## config.mk

```make
export PLATFORM = sky130hd
export DESIGN_NAME = lc3b_pipe_top
export DESIGN_NICKNAME = d
export VERILOG_FILES = /design/src/design/lc3b_types.sv /design/src/design/control_rom.sv /design/src/design/decode_stage.sv /design/src/design/execute_stage.sv /design/src/design/lc3b_pipe_top.sv /design/src/design/memory_stage.sv
export SDC_FILE = /design/constraint.sdc
export NUM_CORES = 2
export LEC_CHECK = 0
export BUFFER_PORTS_ARGS = -buffer_cell sky130_fd_sc_hd__buf_2
export CELL_PAD_IN_SITES_DETAIL_PLACEMENT = 1
export CELL_PAD_IN_SITES_GLOBAL_PLACEMENT = 2
export CORE_UTILIZATION = 46
export CTS_CLUSTER_SIZE = 12
export DETAILED_ROUTE_END_ITERATION = 12
export GPL_TIMING_DRIVEN = 1
export PLACE_DENSITY = 0.75
export SETUP_SLACK_MARGIN = 0.5
export SLEW_MARGIN = 40
export SYNTH_ARGS = -nofsm -noshare
export SYNTH_HDL_FRONTEND = slang
export SYNTH_SLANG_ARGS = --single-unit
export TNS_END_PERCENT = 30
```

## constraint.sdc

```tcl
create_clock -name clk -period 5.29 [get_ports clk]
set_clock_uncertainty 0.2 [all_clocks]
set_input_delay 1.058 -clock clk [delete_from_list [all_inputs] [get_ports clk]]
set_output_delay 1.058 -clock clk [all_outputs]
set_load 0.02 [all_outputs]
```

## src/design/lc3b_types.sv

```systemverilog
package lc3b_types;

typedef logic [15:0] lc3b_word;
typedef logic [2:0]  lc3b_reg;
typedef logic [2:0]  lc3b_nzp;  // n, z, p

typedef enum logic [3:0] {
    op_br   = 4'b0000,
    op_add  = 4'b0001,
    op_ldb  = 4'b0010,
    op_stb  = 4'b0011,
    op_jsr  = 4'b0100,
    op_and  = 4'b0101,
    op_ldr  = 4'b0110,
    op_str  = 4'b0111,
    op_rti  = 4'b1000,
    op_not  = 4'b1001,
    op_ldi  = 4'b1010,
    op_sti  = 4'b1011,
    op_jmp  = 4'b1100,
    op_shf  = 4'b1101,
    op_lea  = 4'b1110,
    op_trap = 4'b1111
} lc3b_opcode;

typedef enum logic [2:0] {
    lc3b_alu_op_pass,
    lc3b_alu_op_add,
    lc3b_alu_op_and,
    lc3b_alu_op_not,
    lc3b_alu_op_sll,
    lc3b_alu_op_srl,
    lc3b_alu_op_sra
} lc3b_alu_op;

typedef enum logic [1:0] {
    lc3b_alu_mux_sel_sr2,
    lc3b_alu_mux_sel_imm5,
    lc3b_alu_mux_sel_imm4,
    lc3b_alu_mux_sel_offset6_w
} lc3b_alu_mux_sel;

typedef enum logic {lc3b_sr2_mux_sel_sr2, lc3b_sr2_mux_sel_dest} lc3b_sr2_mux_sel;
typedef enum logic {lc3b_cc_gen_mux_sel_alu, lc3b_cc_gen_mux_sel_mdr} lc3b_cc_gen_mux_sel;
typedef enum logic {
    lc3b_regfile_data_mux_sel_alu,
    lc3b_regfile_data_mux_sel_mdr
} lc3b_regfile_data_mux_sel;

// all zero is a bubble
typedef struct packed {
    lc3b_sr2_mux_sel          regfile_sr2_mux_sel;
    lc3b_alu_mux_sel          general_alu_mux_sel;
    lc3b_alu_op               general_alu_op;
    logic                     cc_load;
    lc3b_cc_gen_mux_sel       cc_gen_mux_sel;
    logic                     data_memory_write_enable;
    lc3b_regfile_data_mux_sel regfile_data_mux_sel;
    logic                     regfile_load;
} lc3b_control_word;

typedef struct packed {
    lc3b_control_word ctrl;
    lc3b_word         sr1_data;
    lc3b_word         sr2_data;   // store data for str
    lc3b_word         imm5;       // sign extended
    lc3b_word         imm4;       // zero extended
    lc3b_word         offset6_w;  // sign extended, word scaled
    lc3b_reg          dest;
} id_ex_t;

typedef struct packed {
    lc3b_control_word ctrl;
    lc3b_word         alu_out;
    lc3b_word         store_data;
    lc3b_reg          dest;
} ex_mem_t;

typedef struct packed {
    logic     regfile_load;
    lc3b_reg  dest;
    lc3b_word data;
} mem_wb_t;

endpackage : lc3b_types

```

## src/design/control_rom.sv

```systemverilog
`timescale 1ns/1ps

module control_rom (
    input  lc3b_types::lc3b_word         ir_in,
    output lc3b_types::lc3b_control_word control_out
);

lc3b_types::lc3b_opcode opcode;
assign opcode = lc3b_types::lc3b_opcode'(ir_in[15:12]);

always_comb begin
    // default word that the opcodes override
    control_out.regfile_sr2_mux_sel = lc3b_types::lc3b_sr2_mux_sel_sr2;
    control_out.general_alu_mux_sel = lc3b_types::lc3b_alu_mux_sel_sr2;
    control_out.general_alu_op = lc3b_types::lc3b_alu_op_pass;
    control_out.cc_load = 1'b0;
    control_out.cc_gen_mux_sel = lc3b_types::lc3b_cc_gen_mux_sel_alu;
    control_out.data_memory_write_enable = 1'b0;
    control_out.regfile_data_mux_sel = lc3b_types::lc3b_regfile_data_mux_sel_alu;
    control_out.regfile_load = 1'b0;

    case (opcode)
        lc3b_types::op_add: begin
            if (ir_in[5])
                control_out.general_alu_mux_sel = lc3b_types::lc3b_alu_mux_sel_imm5;
            control_out.general_alu_op = lc3b_types::lc3b_alu_op_add;
            control_out.cc_load = 1'b1;
            control_out.regfile_load = 1'b1;
        end

        lc3b_types::op_and: begin
            if (ir_in[5])
                control_out.general_alu_mux_sel = lc3b_types::lc3b_alu_mux_sel_imm5;
            control_out.general_alu_op = lc3b_types::lc3b_alu_op_and;
            control_out.cc_load = 1'b1;
            control_out.regfile_load = 1'b1;
        end

        lc3b_types::op_not: begin
            control_out.general_alu_op = lc3b_types::lc3b_alu_op_not;
            control_out.cc_load = 1'b1;
            control_out.regfile_load = 1'b1;
        end

        lc3b_types::op_shf: begin
            control_out.general_alu_mux_sel = lc3b_types::lc3b_alu_mux_sel_imm4;
            if (!ir_in[4])
                control_out.general_alu_op = lc3b_types::lc3b_alu_op_sll;
            else if (!ir_in[5])
                control_out.general_alu_op = lc3b_types::lc3b_alu_op_srl;
            else
                control_out.general_alu_op = lc3b_types::lc3b_alu_op_sra;
            control_out.cc_load = 1'b1;
            control_out.regfile_load = 1'b1;
        end

        lc3b_types::op_ldr: begin
            control_out.general_alu_mux_sel = lc3b_types::lc3b_alu_mux_sel_offset6_w;
            control_out.general_alu_op = lc3b_types::lc3b_alu_op_add;  // base + offset
            control_out.cc_load = 1'b1;
            control_out.cc_gen_mux_sel = lc3b_types::lc3b_cc_gen_mux_sel_mdr;
            control_out.regfile_data_mux_sel = lc3b_types::lc3b_regfile_data_mux_sel_mdr;
            control_out.regfile_load = 1'b1;
        end

        lc3b_types::op_str: begin
            control_out.regfile_sr2_mux_sel = lc3b_types::lc3b_sr2_mux_sel_dest;  // sr in 11:9
            control_out.general_alu_mux_sel = lc3b_types::lc3b_alu_mux_sel_offset6_w;
            control_out.general_alu_op = lc3b_types::lc3b_alu_op_add;
            control_out.data_memory_write_enable = 1'b1;
        end

        default: begin
            control_out = '0;  // unsupported opcode becomes a bubble
        end
    endcase
end

endmodule : control_rom

```

## src/design/decode_stage.sv

```systemverilog
`timescale 1ns/1ps

module decode_stage (
    input  logic                 clk,
    input  logic                 arst_n,
    input  lc3b_types::lc3b_word instr,
    input  logic                 instr_valid,
    input  lc3b_types::mem_wb_t  mem_wb,
    output lc3b_types::id_ex_t   id_ex
);

lc3b_types::lc3b_word         regs [8];
lc3b_types::lc3b_control_word ctrl;
lc3b_types::lc3b_reg          sr1_idx;
lc3b_types::lc3b_reg          sr2_idx;
lc3b_types::lc3b_word         sr1_data;
lc3b_types::lc3b_word         sr2_data;
lc3b_types::id_ex_t           id_ex_next;

control_rom control_rom_i (
    .ir_in       (instr),
    .control_out (ctrl)
);

assign sr1_idx = instr[8:6];
assign sr2_idx = (ctrl.regfile_sr2_mux_sel == lc3b_types::lc3b_sr2_mux_sel_dest) ?
                 instr[11:9] : instr[2:0];

// write-through so a reader three slots behind the writer sees the new value
assign sr1_data = (mem_wb.regfile_load && mem_wb.dest == sr1_idx) ? mem_wb.data : regs[sr1_idx];
assign sr2_data = (mem_wb.regfile_load && mem_wb.dest == sr2_idx) ? mem_wb.data : regs[sr2_idx];

always_ff @(posedge clk or negedge arst_n) begin
    if (!arst_n) begin
        for (int i = 0; i < 8; i++)
            regs[i] <= '0;
    end else if (mem_wb.regfile_load) begin
        regs[mem_wb.dest] <= mem_wb.data;
    end
end

always_comb begin
    id_ex_next.ctrl = ctrl;
    id_ex_next.sr1_data = sr1_data;
    id_ex_next.sr2_data = sr2_data;
    id_ex_next.imm5 = {{11{instr[4]}}, instr[4:0]};
    id_ex_next.imm4 = {12'b0, instr[3:0]};
    id_ex_next.offset6_w = {{9{instr[5]}}, instr[5:0], 1'b0};  // word offset to bytes
    id_ex_next.dest = instr[11:9];
end

always_ff @(posedge clk or negedge arst_n) begin
    if (!arst_n)
        id_ex <= '0;
    else
        id_ex <= instr_valid ? id_ex_next : '0;  // empty slot loads a bubble
end

// no X may leak from the instruction stream into execute
a_id_ex_known: assert property (
    @(posedge clk) disable iff (!arst_n) !$isunknown(id_ex)
);

endmodule : decode_stage

```

## src/design/execute_stage.sv

```systemverilog
`timescale 1ns/1ps

module execute_stage (
    input  logic                clk,
    input  logic                arst_n,
    input  lc3b_types::id_ex_t  id_ex,
    output lc3b_types::ex_mem_t ex_mem
);

lc3b_types::lc3b_word alu_a;
lc3b_types::lc3b_word alu_b;
lc3b_types::lc3b_word alu_out;
logic [3:0]           shamt;

assign alu_a = id_ex.sr1_data;
assign shamt = alu_b[3:0];  // imm4 for shf

always_comb begin
    case (id_ex.ctrl.general_alu_mux_sel)
        lc3b_types::lc3b_alu_mux_sel_imm5:      alu_b = id_ex.imm5;
        lc3b_types::lc3b_alu_mux_sel_imm4:      alu_b = id_ex.imm4;
        lc3b_types::lc3b_alu_mux_sel_offset6_w: alu_b = id_ex.offset6_w;
        default:                                alu_b = id_ex.sr2_data;
    endcase
end

always_comb begin
    case (id_ex.ctrl.general_alu_op)
        lc3b_types::lc3b_alu_op_add: alu_out = alu_a + alu_b;
        lc3b_types::lc3b_alu_op_and: alu_out = alu_a & alu_b;
        lc3b_types::lc3b_alu_op_not: alu_out = ~alu_a;
        lc3b_types::lc3b_alu_op_sll: alu_out = alu_a << shamt;
        lc3b_types::lc3b_alu_op_srl: alu_out = alu_a >> shamt;
        lc3b_types::lc3b_alu_op_sra: begin
            alu_out = lc3b_types::lc3b_word'($signed(alu_a) >>> shamt);  // keeps sign
        end
        default: alu_out = alu_a;  // pass
    endcase
end

always_ff @(posedge clk or negedge arst_n) begin
    if (!arst_n) begin
        ex_mem <= '0;
    end else begin
        ex_mem.ctrl <= id_ex.ctrl;
        ex_mem.alu_out <= alu_out;
        ex_mem.store_data <= id_ex.sr2_data;
        ex_mem.dest <= id_ex.dest;
    end
end

endmodule : execute_stage

```

## src/design/lc3b_pipe_top.sv

```systemverilog
`timescale 1ns/1ps

module lc3b_pipe_top #(
    parameter int DATA_WORDS = 256
) (
    input  logic                 clk,
    input  logic                 arst_n,
    input  lc3b_types::lc3b_word instr,
    input  logic                 instr_valid,
    output logic                 wb_valid,
    output lc3b_types::lc3b_reg  wb_dest,
    output lc3b_types::lc3b_word wb_data,
    output lc3b_types::lc3b_nzp  cc
);

lc3b_types::id_ex_t  id_ex;
lc3b_types::ex_mem_t ex_mem;
lc3b_types::mem_wb_t mem_wb;  // also feeds the register file

decode_stage decode_stage_i (
    .clk         (clk),
    .arst_n      (arst_n),
    .instr       (instr),
    .instr_valid (instr_valid),
    .mem_wb      (mem_wb),
    .id_ex       (id_ex)
);

execute_stage execute_stage_i (
    .clk    (clk),
    .arst_n (arst_n),
    .id_ex  (id_ex),
    .ex_mem (ex_mem)
);

memory_stage #(
    .DATA_WORDS (DATA_WORDS)
) memory_stage_i (
    .clk      (clk),
    .arst_n   (arst_n),
    .ex_mem   (ex_mem),
    .mem_wb   (mem_wb),
    .wb_valid (wb_valid),
    .cc       (cc)
);

assign wb_dest = mem_wb.dest;
assign wb_data = mem_wb.data;

endmodule : lc3b_pipe_top

```

## src/design/memory_stage.sv

```systemverilog
`timescale 1ns/1ps

module memory_stage #(
    parameter int DATA_WORDS = 256
) (
    input  logic                clk,
    input  logic                arst_n,
    input  lc3b_types::ex_mem_t ex_mem,
    output lc3b_types::mem_wb_t mem_wb,
    output logic                wb_valid,
    output lc3b_types::lc3b_nzp cc
);

localparam int ADDR_W = $clog2(DATA_WORDS);

lc3b_types::lc3b_word data_mem [DATA_WORDS];
logic [ADDR_W-1:0]    addr;
lc3b_types::lc3b_word mdr;
lc3b_types::lc3b_word cc_src;
lc3b_types::lc3b_nzp  nzp;

assign addr = ex_mem.alu_out[ADDR_W:1];  // word address, wraps at depth
assign mdr = data_mem[addr];             // combinational read

always_ff @(posedge clk) begin
    if (ex_mem.ctrl.data_memory_write_enable)
        data_mem[addr] <= ex_mem.store_data;
end

assign cc_src = (ex_mem.ctrl.cc_gen_mux_sel == lc3b_types::lc3b_cc_gen_mux_sel_mdr) ?
                mdr : ex_mem.alu_out;
assign nzp = cc_src[15] ? 3'b100 : (cc_src == '0) ? 3'b010 : 3'b001;

always_ff @(posedge clk or negedge arst_n) begin
    if (!arst_n) begin
        cc <= 3'b010;
        mem_wb <= '0;
    end else begin
        if (ex_mem.ctrl.cc_load)
            cc <= nzp;
        mem_wb.regfile_load <= ex_mem.ctrl.regfile_load;
        mem_wb.dest <= ex_mem.dest;
        mem_wb.data <= (ex_mem.ctrl.regfile_data_mux_sel ==
                        lc3b_types::lc3b_regfile_data_mux_sel_mdr) ? mdr : ex_mem.alu_out;
    end
end

assign wb_valid = mem_wb.regfile_load;

a_cc_onehot: assert property (
    @(posedge clk) disable iff (!arst_n) $onehot(cc)
);

endmodule : memory_stage

```

==> impl_metrics.tcl <==
set metrics [dict create \
    nFillCells 32401 \
    grt_use_met3_pct 6.15 \
    syn_nets 8197 \
    sw_frac_of_total_pct 25.2 \
    layout-drive-gt1-share_pct 29.1 \
    power_frac_seq_pct 50.3 \
    insertion_delay_ps 1030 \
    p_leak_nw 62.9 \
    cp-start-kind "register" \
    first_global_vias 93175 \
    ant_nets 0 \
    min_period_ps 4880 \
    p_clk_share_pct 37.4 \
    syn_inst 8159 \
    final.setup.worst_slack_ps 409 \
    wl_per_cell_um 36.9 \
    path_clk_slew_ps 70 \
    end_kind "register" \
    drc 0 \
    p_comb_share_pct 12.2 \
    power_mw 77.2 \
    cp.arrival_ps 5630 \
    via_count 90705 \
    ff_latch_area_um2 129000 \
    fin_nets 8899 \
    multiInputGateArea_um2 39200 \
    crit_fanout 37 \
    cts_buffer_depth 4 \
    hold_start "instr[9]" \
    dpl-instance-area_um2 181000 \
    ir_worst_vdd_uv 313 \
    gr-total-overflow 0 \
    yosysSeqAreaShare_pct 75.7 \
    path_delay_family "compound AO/OA/AOI/OAI gates" \
    start_util_pct 46.2 \
    power_density_nw_per_um2 396 \
    dieArea_um2 373000 \
    hpwl_mm 327 \
    cts_tree "built" \
    cts_inserted_buffers 438 \
    antenna_found_initial 48 \
    crit_slowest_cell "dfrtp_4" \
    required_ps 6040 \
    hp-class "in -> reg" \
    synth_cell_types 90 \
    clkSinkCount 4334 \
    met2_usage_pct 43.4 \
    busiest_layer "met2" \
    slew_headroom_pct 28.3 \
    slowest_delay_ps 870 \
    worst-path-stages 11 \
    cp_common_cell "o21ai_1" \
    synth-seq-cells 4334 \
    initialDrtViolationCount 12194 \
    ys_async_sr_fraction_pct 5.49 \
    hold_viol_final 0 \
    place_congestion 0.910 \
    reg2reg_depth 11 \
    vias_per_cell 6.42 \
    num_rows 223 \
    routed_wl_mm 520 \
    synth-edff-count 4096 \
    path_class "reg -> reg" \
    htree_levels 5 \
    yosys_warnings 0 \
    rsz0062_at_grt "false" \
    grt_max_degree 194 \
    rr_startpoint "execute_stage_i.ex_mem[23]$_DFF_PN0_" \
    pre_cts_slack_ps 220 \
    crit_buf_inv 2 \
    synth_top_flop_cell "edfxtp_1" \
    fin_crit_sh_pct 92.3 \
    syn_area_per_cell_um2 20.9 \
    die_y_um 611 \
    power.switching_mw 19.5 \
    p_int_mw 57.7 \
    first_pass_iters 8 \
    setup_viol 0 \
    crit_path_start "execute_stage_i.ex_mem[23]$_DFF_PN0_" \
    cap_violations 0 \
    portBuffers 41 \
    hold_depth 2 \
    outcome "completed" \
    track_usage_pct 27.6 \
    final-max-slew-violation-count 0 \
    fmax_mhz 205 \
    core_um2 369000 \
    final_area_um2 195000 \
    tightest_slew_ps 1070 \
    grt_pass1_wl_mm 725 \
    met1_usage_pct 37.4 \
    root_buffer "clkbuf_16" \
    crit_chain "nor2b_4 > buf_12 > buf_4 > a22o_1 > a221oi_1 > o22ai_1 > o21ai_1 > o21ai_0 > a221oi_2 > o21ai_1 > o31a_1" \
    io_pins 42 \
    syn_area_um2 170000 \
    syn2layout_area_growth_pct 14.4 \
    hold_ws_ps 109 \
    die_x_um 611 \
]
==> sequential cells by signal (all words and copies together), names as in the netlist <==
signal / cells
memory_stage_i.mem_wb: 19
decode_stage_i.id_ex: 49
execute_stage_i.ex_mem: 38
memory_stage_i.data_mem: 4096
memory_stage_i.wb_valid: 1
memory_stage_i.cc: 3
decode_stage_i.regs: 128
==> cells by family (layout without fill, tap and decap cells) <==
family	count (synthesis)	after routing	synth area share [%]
adders and majority gates	19	19	0.144
muxes	1509	1509	16.2
buffers and inverters	555	1552	1.72
AOI/OAI and AO/OA	934	934	4.07
other	0	15	0
xor gates and xnor gates	14	14	0.0720
and+or+nand+nor	794	794	2.11
DFF	4334	4334	75.7
==> path summary, 6_finish.rpt <==
kind	endpoint	slack, ps
hold / removal	decode_stage_i.id_ex[0]$_DFF_PN0_	110
min in group asynchronous	decode_stage_i.regs[67]$_DFFE_PN0P_	350
setup / recovery	memory_stage_i.cc[0]$_DFFE_PN0P_	410
setup reg to reg	memory_stage_i.cc[0]$_DFFE_PN0P_	410
max in group asynchronous	decode_stage_i.regs[53]$_DFFE_PN0P_	3270
hold reg to reg	memory_stage_i.mem_wb[17]$_DFF_PN0_	150
==> cells in the mapped netlist, types with 9 or more instances <==
library cell | count | area share [%]
nand2_1 | 178 | 0.39
nor4_1 | 9 | 0.033
inv_1 | 30 | 0.066
buf_6 | 43 | 0.28
dfrtp_1 | 237 | 3.5
o21ai_1 | 11 | 0.032
o21a_1 | 13 | 0.057
nand3_1 | 82 | 0.24
nor2_1 | 339 | 0.75
nor3_1 | 61 | 0.18
o211a_1 | 32 | 0.19
ha_1 | 18 | 0.13
nand4_1 | 16 | 0.059
a31oi_1 | 42 | 0.15
a22o_1 | 120 | 0.62
mux4_2 | 968 | 13
a21oi_1 | 120 | 0.35
o211ai_1 | 13 | 0.057
o21ai_0 | 79 | 0.23
clkbuf_1 | 226 | 0.50
buf_4 | 20 | 0.088
o22ai_1 | 57 | 0.21
a211oi_1 | 14 | 0.062
and2_1 | 14 | 0.051
nor2b_1 | 15 | 0.055
buf_2 | 132 | 0.39
buf_1 | 79 | 0.17
a22oi_1 | 223 | 0.98
mux4_1 | 10 | 0.15
mux2i_1 | 385 | 2.3
nand2b_1 | 15 | 0.055
a41oi_1 | 9 | 0.046
a221oi_1 | 114 | 0.59
mux2_2 | 146 | 0.97
edfxtp_1 | 4096 | 72
buf_12 | 13 | 0.15
==> worst reg2reg max path, delay by kind of cell (launching register included) <==
kind,cells,cell delay (ps)
DFF,1,870
AOI/OAI and AO/OA,8,2060
buffers and inverters,2,780
and+or+nand+nor,1,910
==> cell usage in the layout, fill, tap and decap left out, types with 20 or more instances in the layout <==
cell type  count
mux2i_1      381
clkinv_1      75
clkbuf_1     136
a21oi_1      118
buf_2         39
mux2_2       146
dfrtp_4       20
a31oi_1       39
o211a_1       32
nor2_2        88
buf_12        93
a221oi_1     106
buf_4        626
mux4_2       968
inv_1         29
nand2_1      173
nor3_2        36
o21ai_0       74
a22o_1       120
nor2_1       248
clkbuf_16    441
a22oi_1      223
dfrtp_1      212
nor3_1        24
edfxtp_1    4096
o22ai_1       54
clkinv_2      31
nand3_1       79
==> per-layer routing <==
| metal | vias to the layer above | part of all wire [%] |
|---|---|---|
| met2 | 5019 | 47 |
| met4 | 26 | 4.8 |
| met3 | 1032 | 9.8 |
| li1 | 35658 | - |
| met1 | 48970 | 38 |
| met5 | - | 0.034 |
==> metrics by stage <==
stage	TNS, ps	instances	util, %
2_1_floorplan	0	8159	-
3_3_place_gp	-186	13342	49.1
3_5_place_dp	0	13351	49.1
4_1_cts	0	14095	52.7
5_1_grt	0	14107	52.8
6_report	0	14121	52.8
==> what timing repair did <==
action                                 in CTS  in global routing
buffers inserted                            8                  0
setup endpoints to repair                   4                  2
resized for setup                          11                 20
hold buffers                                1                  0
pin swaps                                   2                  3
cloned                                      0                  1
endpoints found under the hold margin      47                  0
==> area by class of cell <==
type                            count  area share (%)
Antenna cell                       15          0.0193
Sequential cell                  4334            66.2
Tap cell                         4950            3.18
Clock buffer                      588            6.00
Clock inverter                    147           0.670
Multi-Input combinational cell   3270            20.1
Inverter                           34          0.0668
Timing Repair Buffer              783            3.72
==> power groups by stage <==
| stage | combinational [mW] | sequential (mW) | clock [mW] |
|---|---|---|---|
| CTS | 9.26 | 38.9 | 29.3 |
| finish | 9.46 | 38.9 | 28.9 |
| global route | 9.72 | 38.9 | 30.3 |
| detailed placement | 9.15 | 39.6 | 0 |
| floorplan | 4.89 | 39.8 | 0 |
| global placement | 8.85 | 39.6 | 0 |
Power figures use the tool's default switching activity.
